--- src/rtl/wiscPkg.sv ---
// WISC front end shared definitions: word widths, opcode map, ALU codes and immediate formats
package wiscPkg;

    localparam int instrWidth  = 16; // One instruction word
    localparam int pcWidth     = 16; // Byte address, so sequential words step by 2
    localparam int opcodeWidth = 5;  // Opcode sits in instruction bits 15 to 11
    localparam int regIdxWidth = 3;  // Eight architectural registers
    localparam int aluOpWidth  = 4;

    // Special and jump group
    localparam logic [opcodeWidth-1:0] opHalt  = 5'b00000; // Stops issue until reset
    localparam logic [opcodeWidth-1:0] opNop   = 5'b00001;
    localparam logic [opcodeWidth-1:0] opJ     = 5'b00100; // 11-bit displacement
    localparam logic [opcodeWidth-1:0] opJr    = 5'b00101;
    localparam logic [opcodeWidth-1:0] opJal   = 5'b00110; // Links into R7
    localparam logic [opcodeWidth-1:0] opJalr  = 5'b00111;
    localparam logic [opcodeWidth-1:0] opAddi  = 5'b01000; // Start of the 5-bit immediate ALU ops
    localparam logic [opcodeWidth-1:0] opSubi  = 5'b01001;
    localparam logic [opcodeWidth-1:0] opXori  = 5'b01010;
    localparam logic [opcodeWidth-1:0] opAndni = 5'b01011;
    localparam logic [opcodeWidth-1:0] opBeqz  = 5'b01100; // Branches carry an 8-bit offset
    localparam logic [opcodeWidth-1:0] opBnez  = 5'b01101;
    localparam logic [opcodeWidth-1:0] opBltz  = 5'b01110;
    localparam logic [opcodeWidth-1:0] opBgez  = 5'b01111;
    localparam logic [opcodeWidth-1:0] opSt    = 5'b10000;
    localparam logic [opcodeWidth-1:0] opLd    = 5'b10001;
    localparam logic [opcodeWidth-1:0] opSlbi  = 5'b10010;
    localparam logic [opcodeWidth-1:0] opStu   = 5'b10011; // Store with base register update
    localparam logic [opcodeWidth-1:0] opRoli  = 5'b10100;
    localparam logic [opcodeWidth-1:0] opSlli  = 5'b10101;
    localparam logic [opcodeWidth-1:0] opRori  = 5'b10110;
    localparam logic [opcodeWidth-1:0] opSrli  = 5'b10111;
    localparam logic [opcodeWidth-1:0] opLbi   = 5'b11000;
    localparam logic [opcodeWidth-1:0] opBtr   = 5'b11001; // Bit reversal of Rs
    localparam logic [opcodeWidth-1:0] opShift = 5'b11010; // R-type shifts, kind in the funct bits
    localparam logic [opcodeWidth-1:0] opArith = 5'b11011; // R-type add, sub, xor, andn
    localparam logic [opcodeWidth-1:0] opSeq   = 5'b11100;
    localparam logic [opcodeWidth-1:0] opSlt   = 5'b11101;
    localparam logic [opcodeWidth-1:0] opSle   = 5'b11110;
    localparam logic [opcodeWidth-1:0] opSco   = 5'b11111; // Set on carry out

    // ALU operation codes as the execute stage expects them
    localparam logic [aluOpWidth-1:0] aluRol   = 4'b0000;
    localparam logic [aluOpWidth-1:0] aluShift = 4'b0001; // Shift kind taken from the funct bits
    localparam logic [aluOpWidth-1:0] aluSll   = 4'b0010;
    localparam logic [aluOpWidth-1:0] aluRor   = 4'b0100;
    localparam logic [aluOpWidth-1:0] aluSrl   = 4'b0110;
    localparam logic [aluOpWidth-1:0] aluAdd   = 4'b1000;
    localparam logic [aluOpWidth-1:0] aluArith = 4'b1001; // Arithmetic kind taken from the funct bits
    localparam logic [aluOpWidth-1:0] aluSlbi  = 4'b1010;
    localparam logic [aluOpWidth-1:0] aluXor   = 4'b1100;
    localparam logic [aluOpWidth-1:0] aluAndn  = 4'b1110;

    // Width of the immediate field that an opcode carries
    typedef enum logic [1:0] {immNone, immFive, immEight, immEleven} immFormat;

endpackage
--- src/rtl/frontEnd.sv ---
// Processor front end: fetch receiver, instruction queue and decode stage
module frontEnd #(
    parameter int queueDepth = 4 // Queue entries, power of two
) (
    input  logic                            clk,
    input  logic                            arstN,
    input  logic                            instrReq, // Inbound four-phase link
    input  logic [wiscPkg::instrWidth-1:0]  instr,
    output logic                            instrAck,
    input  logic                            ctrlAck,  // Outbound four-phase link
    output logic                            ctrlReq,
    output logic [wiscPkg::pcWidth-1:0]     pc,
    output logic [wiscPkg::aluOpWidth-1:0]  aluOp,
    output logic [1:0]                      regSrc, bSrc, regDst,
    output logic                            regWrt, slbi, branch, zeroExt, setFlag,
    output logic                            sub, memEn, invA, invB, memWrt,
    output logic                            immSrc, aluJmp, halt, btr, jmp,
    output logic [wiscPkg::regIdxWidth-1:0] readRegA, readRegB, writeReg,
    output logic [wiscPkg::instrWidth-1:0]  imm
);
    import wiscPkg::*;

    logic                          push, full; // Fetch to queue
    logic                          pop, empty; // Queue to decode
    logic [pcWidth+instrWidth-1:0] pushData;
    logic [pcWidth+instrWidth-1:0] popData;

    instrFetch instrFetch_i (
        .clk      (clk),
        .arstN    (arstN),
        .instrReq (instrReq),
        .instr    (instr),
        .full     (full),
        .instrAck (instrAck),
        .push     (push),
        .pushData (pushData)
    );

    instrQueue #(
        .queueDepth (queueDepth)
    ) instrQueue_i (
        .clk      (clk),
        .arstN    (arstN),
        .push     (push),
        .pushData (pushData),
        .pop      (pop),
        .popData  (popData),
        .full     (full),
        .empty    (empty)
    );

    // Every decode stage port has a same-named signal at this level
    decodeStage decodeStage_i (.*);

endmodule

--- src/rtl/decodeStage.sv ---
// Decode stage: pops the queue, decodes the word and offers the result over a four-phase sender
module decodeStage (
    input  logic                                            clk,
    input  logic                                            arstN,
    input  logic [wiscPkg::pcWidth+wiscPkg::instrWidth-1:0] popData, // Head entry of the queue
    input  logic                                            empty,
    input  logic                                            ctrlAck,
    output logic                                            pop,
    output logic                                            ctrlReq,
    output logic [wiscPkg::pcWidth-1:0]                     pc,
    output logic [wiscPkg::aluOpWidth-1:0]                  aluOp,
    output logic [1:0]                                      regSrc, bSrc, regDst,
    output logic                                            regWrt, slbi, branch, zeroExt, setFlag,
    output logic                                            sub, memEn, invA, invB, memWrt,
    output logic                                            immSrc, aluJmp, halt, btr, jmp,
    output logic [wiscPkg::regIdxWidth-1:0]                 readRegA, readRegB, writeReg,
    output logic [wiscPkg::instrWidth-1:0]                  imm
);
    import wiscPkg::*;

    logic [instrWidth-1:0]  headInstr;
    logic [aluOpWidth-1:0]  aluOpNext;
    logic [1:0]             regSrcNext, bSrcNext, regDstNext;
    logic                   regWrtNext, slbiNext, branchNext, zeroExtNext, setFlagNext;
    logic                   subNext, memEnNext, invANext, invBNext, memWrtNext;
    logic                   immSrcNext, aluJmpNext, haltNext, btrNext, jmpNext;
    immFormat               immKind;
    logic [regIdxWidth-1:0] writeRegNext;
    logic [instrWidth-1:0]  immNext;
    logic                   ackWait; // ctrlReq is down, waiting for ctrlAck to follow

    assign headInstr = popData[instrWidth-1:0];

    controlDecoder controlDecoder_i (
        .opcode  (headInstr[instrWidth-1 -: opcodeWidth]),
        .aluOp   (aluOpNext),
        .regSrc  (regSrcNext),
        .bSrc    (bSrcNext),
        .regDst  (regDstNext),
        .immKind (immKind),
        .regWrt  (regWrtNext),
        .slbi    (slbiNext),
        .branch  (branchNext),
        .zeroExt (zeroExtNext),
        .setFlag (setFlagNext),
        .sub     (subNext),
        .memEn   (memEnNext),
        .invA    (invANext),
        .invB    (invBNext),
        .memWrt  (memWrtNext),
        .immSrc  (immSrcNext),
        .aluJmp  (aluJmpNext),
        .halt    (haltNext),
        .btr     (btrNext),
        .jmp     (jmpNext)
    );

    always_comb begin
        case (regDstNext)
            2'b00:   writeRegNext = headInstr[10:8]; // Rs, used by LBI, SLBI and STU
            2'b01:   writeRegNext = headInstr[7:5];
            2'b10:   writeRegNext = headInstr[4:2];
            default: writeRegNext = regIdxWidth'(7); // Link register
        endcase
    end

    // Fill bit is the field's top bit unless the opcode asks for zero extension
    always_comb begin
        case (immKind)
            immFive:   immNext = {{(instrWidth-5){!zeroExtNext && headInstr[4]}}, headInstr[4:0]};
            immEight:  immNext = {{(instrWidth-8){!zeroExtNext && headInstr[7]}}, headInstr[7:0]};
            immEleven: immNext = {{(instrWidth-11){!zeroExtNext && headInstr[10]}}, headInstr[10:0]};
            default:   immNext = '0;
        endcase
    end

    assign pop = !empty && !ctrlReq && !ackWait; // Only from idle, one word per handshake

    always_ff @(posedge clk or negedge arstN) begin
        if (!arstN) begin
            ctrlReq <= 1'b0;
            ackWait <= 1'b0;
        end else if (pop) begin
            ctrlReq <= 1'b1; // Outputs are loaded on this same edge
        end else if (ctrlReq && ctrlAck) begin
            ctrlReq <= 1'b0;
            ackWait <= 1'b1;
        end else if (ackWait && !ctrlAck) begin
            ackWait <= 1'b0; // Handshake complete, next pop may follow
        end
    end

    // Result registers only load on a pop, so they hold while ctrlReq is high
    always_ff @(posedge clk) begin
        if (pop) begin
            pc       <= popData[instrWidth +: pcWidth];
            readRegA <= headInstr[10:8];
            readRegB <= headInstr[7:5];
            writeReg <= writeRegNext;
            imm      <= immNext;
            {aluOp, regSrc, bSrc, regDst} <= {aluOpNext, regSrcNext, bSrcNext, regDstNext};
            {regWrt, slbi, branch, zeroExt, setFlag} <=
                {regWrtNext, slbiNext, branchNext, zeroExtNext, setFlagNext};
            {sub, memEn, invA, invB, memWrt} <= {subNext, memEnNext, invANext, invBNext, memWrtNext};
            {immSrc, aluJmp, halt, btr, jmp} <= {immSrcNext, aluJmpNext, haltNext, btrNext, jmpNext};
        end
    end

endmodule

--- src/rtl/instrQueue.sv ---
// Instruction queue: circular FIFO of PC and instruction pairs with full and empty flags
module instrQueue #(
    parameter int queueDepth = 4 // Number of entries, a power of two so the pointers wrap freely
) (
    input  logic                                            clk,
    input  logic                                            arstN,
    input  logic                                            push,
    input  logic [wiscPkg::pcWidth+wiscPkg::instrWidth-1:0] pushData,
    input  logic                                            pop,
    output logic [wiscPkg::pcWidth+wiscPkg::instrWidth-1:0] popData, // Head entry
    output logic                                            full,
    output logic                                            empty
);
    import wiscPkg::*;

    localparam int entryWidth = pcWidth + instrWidth;
    localparam int ptrWidth   = $clog2(queueDepth);

    logic [entryWidth-1:0] entries [queueDepth];
    logic [ptrWidth-1:0]   wrPtr; // Next free slot
    logic [ptrWidth-1:0]   rdPtr; // Oldest entry
    logic [ptrWidth:0]     count; // One extra bit so a full queue is told apart from an empty one

    assign popData = entries[rdPtr]; // Valid whenever the queue is not empty
    assign full    = count == (ptrWidth + 1)'(queueDepth);
    assign empty   = count == '0;

    always_ff @(posedge clk) begin
        if (push) begin
            entries[wrPtr] <= pushData;
        end
    end

    always_ff @(posedge clk or negedge arstN) begin
        if (!arstN) begin
            wrPtr <= '0;
            rdPtr <= '0;
            count <= '0;
        end else begin
            if (push) begin
                wrPtr <= wrPtr + 1'b1; // Wraps at queueDepth
            end
            if (pop) begin
                rdPtr <= rdPtr + 1'b1;
            end
            if (push && !pop) begin
                count <= count + 1'b1;
            end else if (pop && !push) begin
                count <= count - 1'b1;
            end // Simultaneous push and pop leave the count alone
        end
    end

endmodule

--- src/rtl/instrFetch.sv ---
// Instruction fetch: four-phase receiver that stamps each word with its PC and queues it
module instrFetch (
    input  logic                                            clk,
    input  logic                                            arstN,
    input  logic                                            instrReq, // Request from the source
    input  logic [wiscPkg::instrWidth-1:0]                  instr,    // Stable while instrReq is high
    input  logic                                            full,     // Queue has no free entry
    output logic                                            instrAck,
    output logic                                            push,
    output logic [wiscPkg::pcWidth+wiscPkg::instrWidth-1:0] pushData  // PC in the upper half
);
    import wiscPkg::*;

    logic [pcWidth-1:0] pc; // Address of the word now on the link
    logic               halted; // Set by HALT and held until reset
    logic               isHalt;

    assign isHalt = instr[instrWidth-1 -: opcodeWidth] == opHalt;

    // instrAck doubles as the state bit, low is idle and high is waiting for instrReq to drop
    assign push     = instrReq && !instrAck && !full && !halted; // Back-pressure holds off the ack
    assign pushData = {pc, instr};

    always_ff @(posedge clk or negedge arstN) begin
        if (!arstN) begin
            instrAck <= 1'b0;
            halted   <= 1'b0;
            pc       <= '0;
        end else if (push) begin
            instrAck <= 1'b1;   // Word is in the queue, acknowledge it
            halted   <= isHalt; // Only reachable while not yet halted
        end else if (instrAck && !instrReq) begin
            instrAck <= 1'b0;              // Fourth phase closes the handshake
            pc       <= pc + pcWidth'(2); // Next word sits two bytes on
        end
    end

endmodule

--- src/rtl/controlDecoder.sv ---
// Control decoder: combinational table from opcode to datapath control signals
module controlDecoder (
    input  logic [wiscPkg::opcodeWidth-1:0] opcode,  // Instruction bits 15 to 11
    output logic [wiscPkg::aluOpWidth-1:0]  aluOp,
    output logic [1:0]                      regSrc,  // 01 memory, 10 ALU, 11 immediate
    output logic [1:0]                      bSrc,    // 00 register, 01 short imm, 10 long imm
    output logic [1:0]                      regDst,  // 00 Rs, 01 bits 7:5, 10 bits 4:2, 11 R7
    output wiscPkg::immFormat               immKind, // Width of the immediate field
    output logic                            regWrt, slbi, branch, zeroExt, setFlag,
    output logic                            sub, memEn, invA, invB, memWrt,
    output logic                            immSrc, aluJmp, halt, btr, jmp
);
    import wiscPkg::*;

    always_comb begin
        {aluOp, regSrc, bSrc, regDst} = '0; // Anything not named below decodes as a NOP
        {regWrt, slbi, branch, zeroExt, setFlag, sub, memEn, invA} = '0;
        {invB, memWrt, immSrc, aluJmp, halt, btr, jmp} = '0;
        immKind = immNone;

        case (opcode)
            opHalt: halt = 1'b1;
            opNop: immKind = immNone; // Nothing beyond the defaults

            opAddi, opSubi, opXori, opAndni, opRoli, opSlli, opRori, opSrli: begin
                regDst  = 2'b01; // Rd in bits 7:5
                regSrc  = 2'b10;
                regWrt  = 1'b1;
                bSrc    = 2'b01;
                immKind = immFive;
                case (opcode)
                    opAddi: aluOp = aluAdd;
                    opSubi: begin
                        aluOp = aluAdd; // Immediate minus Rs, so A is inverted
                        invA  = 1'b1;
                        sub   = 1'b1;
                    end
                    opXori: begin
                        aluOp   = aluXor;
                        zeroExt = 1'b1; // Logical immediates are zero extended
                    end
                    opAndni: begin
                        aluOp   = aluAndn;
                        invB    = 1'b1;
                        zeroExt = 1'b1;
                    end
                    opRoli: aluOp = aluRol;
                    opSlli: aluOp = aluSll;
                    opRori: aluOp = aluRor;
                    default: aluOp = aluSrl; // SRLI
                endcase
            end

            opSt, opLd, opStu: begin
                aluOp   = aluAdd; // Address is Rs plus the offset
                memEn   = 1'b1;
                bSrc    = 2'b01;
                immKind = immFive;
                memWrt  = opcode != opLd;
                if (opcode != opSt) begin
                    regWrt = 1'b1; // LD writes the loaded value, STU writes the new base
                    regDst = (opcode == opLd) ? 2'b01 : 2'b00;
                    regSrc = (opcode == opLd) ? 2'b01 : 2'b10;
                end
            end

            opLbi: begin
                regSrc  = 2'b11; // Immediate straight into Rs
                regWrt  = 1'b1;
                immKind = immEight;
            end
            opSlbi: begin
                aluOp   = aluSlbi; // Rs shifted up a byte, ORed with the immediate
                zeroExt = 1'b1;
                regWrt  = 1'b1;
                regSrc  = 2'b10;
                slbi    = 1'b1;
                bSrc    = 2'b10;
                immKind = immEight;
            end

            opBeqz, opBnez, opBltz, opBgez: begin
                branch  = 1'b1; // Condition kind is left in the opcode bits
                immKind = immEight;
            end

            opJr, opJalr: begin
                aluOp   = aluAdd; // Target is Rs plus the immediate
                bSrc    = 2'b10;
                aluJmp  = 1'b1;
                immKind = immEight;
                if (opcode == opJalr) begin
                    regWrt = 1'b1;
                    regDst = 2'b11; // Return address into R7
                end
            end
            opJ, opJal: begin
                immSrc  = 1'b1; // PC relative displacement
                jmp     = 1'b1;
                immKind = immEleven;
                if (opcode == opJal) begin
                    regWrt = 1'b1;
                    regDst = 2'b11;
                end
            end

            opBtr, opArith, opShift, opSeq, opSlt, opSle, opSco: begin
                regDst = 2'b10; // Rd in bits 4:2
                regWrt = 1'b1;
                regSrc = 2'b10;
                case (opcode)
                    opBtr: begin
                        aluOp = aluRol;
                        btr   = 1'b1;
                    end
                    opArith: aluOp = aluArith;
                    opShift: aluOp = aluShift;
                    opSeq: begin
                        aluOp   = aluXor; // Equal when the XOR is zero
                        setFlag = 1'b1;
                    end
                    opSlt, opSle: begin
                        aluOp   = aluAdd; // Compare by subtraction
                        sub     = 1'b1;
                        invB    = 1'b1;
                        setFlag = 1'b1;
                    end
                    default: begin
                        aluOp   = aluAdd; // SCO looks at the carry out
                        setFlag = 1'b1;
                    end
                endcase
            end

            default: immKind = immNone; // Unused opcodes behave like NOP
        endcase
    end

endmodule

--- config.mk ---
export PLATFORM = sky130hd
export DESIGN_NAME = frontEnd
export DESIGN_NICKNAME = d
export VERILOG_FILES = /design/src/rtl/wiscPkg.sv /design/src/rtl/frontEnd.sv /design/src/rtl/decodeStage.sv /design/src/rtl/instrQueue.sv /design/src/rtl/instrFetch.sv /design/src/rtl/controlDecoder.sv
export SDC_FILE = /design/constraint.sdc
export NUM_CORES = 1
export LEC_CHECK = 0
export BUFFER_PORTS_ARGS = -buffer_cell sky130_fd_sc_hd__buf_2
export CORE_MARGIN = 2
export CORE_UTILIZATION = 40
export DETAILED_ROUTE_END_ITERATION = 12
export GPL_ROUTABILITY_DRIVEN = 0
export PLACE_DENSITY = 0.68
export SLEW_MARGIN = 10
export SYNTH_ARGS = -nofsm -noshare
export SYNTH_HDL_FRONTEND = slang
export SYNTH_SLANG_ARGS = --single-unit
export TNS_END_PERCENT = 10
--- constraint.sdc ---
create_clock -name clk -period 2.8 [get_ports clk]
set_input_delay 0.56 -clock clk [delete_from_list [all_inputs] [get_ports clk]]
set_output_delay 0.56 -clock clk [all_outputs]
set_load 0.1 [all_outputs]
### Word-level counts from Yosys, hierarchy flattened

Memory sizes are Yosys's and may differ from the RTL's.
Index checks and enable logic that the tools add are counted.

* register bits after elaboration: 92
* latch bits: 0
* bits in writable memories: 128
* bits in read-only memories: 0
* output and inout bits: 68
* word-level logic and storage cells: 169
* memories kept: 1

Memory list
* instrQueue_i.entries: depth 4, width 32, rd ports 1, clocked after memory_dff 0, wr ports 1, RTL line instrQueue.sv:19 `logic [entryWidth-1:0] entries [queueDepth];`

* $add $sub $neg: 5
* multiply operators: 0
* divide/modulo/power cells: 0
* order comparisons: 0
* equal/unequal tests: 36
* shifts and indexed selects: 0
* multiplexer cells: 44
* bitwise gates (word level): 2
* reduce and logical (&&, ||, !) cells: 50

Operators by type and width (count)
* $eq A5 B5 Y1 const B: 16
* $pmux W16 S3: 1
* $eq A5 B4 Y1 const B: 8
* $pmux W4 S4: 2
* $mux W1: 25
* $pmux W4 S6: 1
* $eq A5 B3 Y1 const B: 4
* $reduce_or A17 Y1: 1
* $add A16 B2 Y16 const B: 1
* $reduce_or A16 Y1: 1
* $reduce_or A8 Y1: 2
* $logic_and A1 B1 Y1: 13
* $pmux W2 S3: 2
* $logic_not A1 Y1: 11
* $reduce_or A11 Y1: 1
* $logic_not A5 Y1: 2
* $ne A5 B5 Y1 const B: 2
* $pmux W2 S5: 1
* $reduce_or A2 Y1: 5
* $pmux W3 S3: 1
* $reduce_or A3 Y1: 3
* $mux W2: 4
* $reduce_bool A2 Y1: 4
* $reduce_or A7 Y1: 1
* 16 further kinds: 25

### Logic depth before layout (Yosys ltp)

* word-level depth: 8
* gate-level depth with buffers: 9
* gate-level depth less buffers: 9

### By module

Synthesis repeated with hierarchy kept, for this count alone.

* cell total of the unflattened synthesis: 456
* area, all modules: 8638.3 um^2

Modules (own cells, without submodules)
* instrQueue: instances 1, cells each 202, area an instance 5059.9 um^2, sequential area each 4018.9 um^2
* decodeStage: instances 1, cells each 98, area an instance 2194.6 um^2, sequential area each 1911.8 um^2
* instrFetch: instances 1, cells each 78, area an instance 895.9 um^2, sequential area each 425.4 um^2
* controlDecoder: instances 1, cells each 78, area an instance 488.0 um^2, sequential area each 0.0 um^2

### Worst setup path after synthesis

OpenSTA, ideal clock, no wires.

* path type: register to register
* start point: reg decodeStage_i.ctrlReq
* end point: reg instrQueue_i.rdPtr[1]
* library setup time: 0.137 ns
* data arrival time: 2.686 ns
* required time: 2.663 ns
* path slack: -0.023 ns
* stages on the path, launching flop included: 6
* buffers on the path: 0
* period minus slack after synthesis: 2.823 ns
* cell sequence: dfrtp_1 > nor2_1 > o31ai_1 > inv_1 > nand2_1 > xnor2_1

* longest elaborated chain between the ends: 3

RTL lines
* start, declared: RTL line decodeStage.sv:9 `output logic ctrlReq,`
* start signal, assigned: RTL line decodeStage.sv:81 `ctrlReq <= 1'b0;`
* start signal, assigned: RTL line decodeStage.sv:84 `ctrlReq <= 1'b1;`
* start signal, assigned: RTL line decodeStage.sv:86 `ctrlReq <= 1'b0;`
* $logic_not A1 Y1: RTL line decodeStage.sv:77 `assign pop = !empty && !ctrlReq && !ackWait;`
* $logic_and A1 B1 Y1 (2 in a row): RTL line decodeStage.sv:77
* named net decodeStage_i.pop: RTL line decodeStage.sv:8 `output logic pop,`
* end signal, assigned: RTL line instrQueue.sv:44 `rdPtr <= rdPtr + 1'b1;`
* end, declared: RTL line instrQueue.sv:21 `logic [ptrWidth-1:0] rdPtr;`

The timed path passes the listed nets, and every way through them passes these cells.
A chain may end at the register's enable or synchronous reset.

### Worst setup path in the final report

* start point: reg instrQueue_i.rdPtr[0]
* end point: reg decodeStage_i.writeReg[2] (netlist name), data pin

* longest elaborated chain between the ends: 7
* elaborated cells between the ends (all ways): 38
* classes of those cells: eq/ne (25); mux (6); reduce/logical (6); memory (1)

RTL lines
* $mem_v2 Z4 W32 (*)
* $eq A5 B5 Y1: RTL line controlDecoder.sv:21, controlDecoder.sv:62
* $mux W1: RTL line controlDecoder.sv:62 `regDst = (opcode == opLd) ? 2'b01 : 2'b00;`
* $mux W1: RTL line controlDecoder.sv:60 `if (opcode != opSt) begin`
* $pmux W2 S5: RTL line controlDecoder.sv:21 `case (opcode)`
* $eq A2 B2 Y1, or another cell as far along: RTL line decodeStage.sv:59 `case (regDstNext)`
* $pmux W3 S3 (*): RTL line decodeStage.sv:59
* named net decodeStage_i.writeRegNext[2]: RTL line decodeStage.sv:28 `logic [regIdxWidth-1:0] writeRegNext;`
* end signal, assigned: RTL line decodeStage.sv:99 `writeReg <= writeRegNext;`
* end, declared: RTL line decodeStage.sv:16 `output logic [wiscPkg::regIdxWidth-1:0] readRegA, readRegB, writeReg,`

Mark *: on every way through the listed nets, which the timed path passes. The rest lies on a longest branch.

==> results.md <==
* Outcome: finished, final reports clean
* Post-CTS resize count at 0
* Max_slew headroom at 49.53%
* Clock Tree Root: clkbuf_16
* Synth async-reset ratio at 12.38%
* Synth top area share at 67.63%
* Crit Path Max Fanout at 26
* Initial Utilization at 40.51%
* RSZ-0062 raised after global routing: false
* Post-CTS Setup Inserts at 0
* Sequential area share after synthesis at 75.59%
* Syn_nets at 476
* CTS tree: yes
* Core area at 20170 µm²
* 1st-pass router iterations at 5
* Layout net count at 580
* Worst Path Arrival at 2.68 ns
* WL/cell at 18.05 µm
* Yosys Warn Count at 0
* Syn_area_per_cell at 18.20 µm²
* Clk buf depth at 3
* IO Count at 88
* Main area contributors after synthesis: edfxtp_1 68%, mux4_2 8.5%, dfrtp_1 8.0%
* Required @ worst endpoint at 3.04 ns
* Layout area overhead at 18.16%
* Top-count cell post-synth: edfxtp_1
* Hold Vio Cnt, Final at 0
* Crit Path Category: reg2reg
* Fraction of layout cells with a size suffix above 1 at 30.76%
* CP top delay family: multiplexers
* Hold Buf Count CTS at 0
* Post-route ant nets at 0
* Worst-Margin Slew at 0.7507 ns
* Mapped Cells at 449
* GR met3 Demand/Resource at 3.323%
* Worst Setup Start Kind: flip-flop
* Max_cap viols at 0
* Port Buffers at 86
* Period utilization at 87.18%
* Critical-path cell list: mux4_2, or3b_1, o211a_1, mux2i_1, o21ai_0
* Worst Skew at 0.006620 ns
* Final min period at 2.441 ns
* Worst-path clk slew at 0.06 ns
* Worst skew pair latency at 0.50 ns
* Row Count at 52
* Crit-path max cell delay at 0.75 ns
* Total Routing Usage GR at 14.23%
* Netlist cell types at 49
* Busiest grt layer: met2
* Vias in the first global route at 4361
* Leading area contributor after synthesis: edfxtp_1
* GR Util met1 at 18.30%
* Initial antenna violation count at 3
* Die width at 146.9 µm
* DR vias at 4303
* Maximum clock frequency at 409.7 MHz
* Iter 0 DRT Violations at 204
* Slowest library cell on the worst path: mux4_2
* Top post-synthesis cells by count: 184 x edfxtp_1, 31 x mux4_2, 26 x dfrtp_1, 17 x nor2_1, 16 x xnor2_1
* Final count of pins violating max slew at 0
* Die area at 21590 µm²
* Setup TNS Final at 0 ns
* Mapped Area at 8170 µm²
* CP Buf/Inv Count at 0
* Setup violators final at 0
* Clock Sinks at 210
* Hold Path Class: in2async
* Total Wirelength at 15180 µm
* TritonCTS Buffers at 22
* CP endpoint kind: flip-flop
* First-pass GRT wire length at 24070 µm
* Synth Register Bits at 210
* DRC Markers at 0
* Fillers at 1699
* EDFF count, synth at 184
* Vias per cell at 5.117
* Hpwl dp at 9845 µm
* Ys flop type: edfxtp_1
* # H-tree levels at 1
* Largest net degree at the start of global routing at 62
* M2 GR Usage at 24.60%
* Total grt overflow at 0
* DIE HEIGHT at 146.9 µm
layout make-up:
type | instances | area (µm²) | share of cell area, %
clock inverters | 9 | 60.06 | 0.6221
repair buffers | 103 | 595.6 | 6.169
inverters | 15 | 60.06 | 0.6221
well taps | 270 | 337.8 | 3.499
multi-input cells | 201 | 1814 | 18.79
clock buffers | 31 | 604.3 | 6.260
flip-flops and latches | 210 | 6177 | 63.98
diodes | 2 | 5.005 | 0.05184
cell families after synthesis:
group	count (synthesis)	share of synthesized area (%)
flip-flops	210	75.59
multiplexers	37	9.311
buffers and inverters	38	2.205
other	1	0.04590
XOR/XNOR	22	2.358
AND/OR/NAND/NOR	91	6.095
AO/OA/AOI/OAI	43	3.231
adder cells (fa/ha/maj)	7	1.164
sequential cells by signal (all words and copies together), names as in the netlist, 2 cells and up:
register	count
decodeStage_i.readRegA	3
instrQueue_i.rdPtr	2
decodeStage_i.regSrc	2
decodeStage_i.readRegB	3
decodeStage_i.imm	12
decodeStage_i.bSrc	2
instrFetch_i.pc	15
instrQueue_i.wrPtr	2
instrQueue_i.entries	124
decodeStage_i.writeReg	3
decodeStage_i.pc	15
decodeStage_i.regDst	2
instrQueue_i.count	3
decodeStage_i.aluOp	4
final timing paths:
kind                                                   startpoint                              endpoint  slack [ns]  depth (start not counted)
worst max register to register  instrQueue_i.rdPtr[0]$_DFFE_PN0P_   decodeStage_i.writeReg[2]$_DFFE_PP_        0.36                          5
worst min register to register    instrFetch_i.halted$_DFFE_PN0P_       instrFetch_i.halted$_DFFE_PN0P_        0.49                          1
max in group asynchronous                                   arstN     instrQueue_i.rdPtr[0]$_DFFE_PN0P_        2.26                          1
min in group clk                                         instr[6]  instrQueue_i.entries[2][6]$_DFFE_PP_        0.27                          1
worst min-delay path                                        arstN       instrFetch_i.pc[12]$_DFFE_PN0P_        0.08                          1
worst max-delay path            instrQueue_i.rdPtr[0]$_DFFE_PN0P_   decodeStage_i.writeReg[2]$_DFFE_PP_        0.36                          5
cell usage in the layout, fill, tap and decap left out, types with 3 or more instances in the layout:
cell       count
o21ai_0       13
xor2_1         6
clkinv_1       3
nand3_1       11
and2_1         7
nand2b_1       5
a21oi_1       11
o31ai_1        4
clkbuf_1       7
or2_2          3
buf_4         14
xnor2_1       16
clkbuf_16     22
buf_12         3
edfxtp_1     184
mux4_2        31
ha_1           6
buf_2         86
inv_1         13
nor2_1        17
dfrtp_1       25
a21o_1         4
nor3b_1        4
clkinv_2       4
nor3_1         7
nor2b_1        5
nand4_1        6
nand2_1       15
mux2i_1        4
stage by stage:
stage | hold WS (ns) | worst slack, ns | instances | util [%] | area [µm²]
CTS | 0.07699 | 0.3805 | 839 | 47.84 | 9649
floorplan | 0.2644 | 0.03659 | 449 | - | 8174
global route | 0.1046 | 0.1625 | 840 | 47.85 | 9652
finish | 0.07947 | 0.3590 | 841 | 47.87 | 9654
global placement | 0.4613 | 0.4552 | 799 | 44.55 | 8985
detailed placement | 0.4598 | 0.3915 | 799 | 44.55 | 8985
metal layers:
metal  share of wire [%]  up-vias
met5               0.092        -
met4                 2.4        4
met3                 5.8       28
met2                  51      141
met1                  41     2180
li1                    -     1950
Power is not shown: default switching activity piles up to over one toggle a cycle in this logic, so the estimate is an artifact.
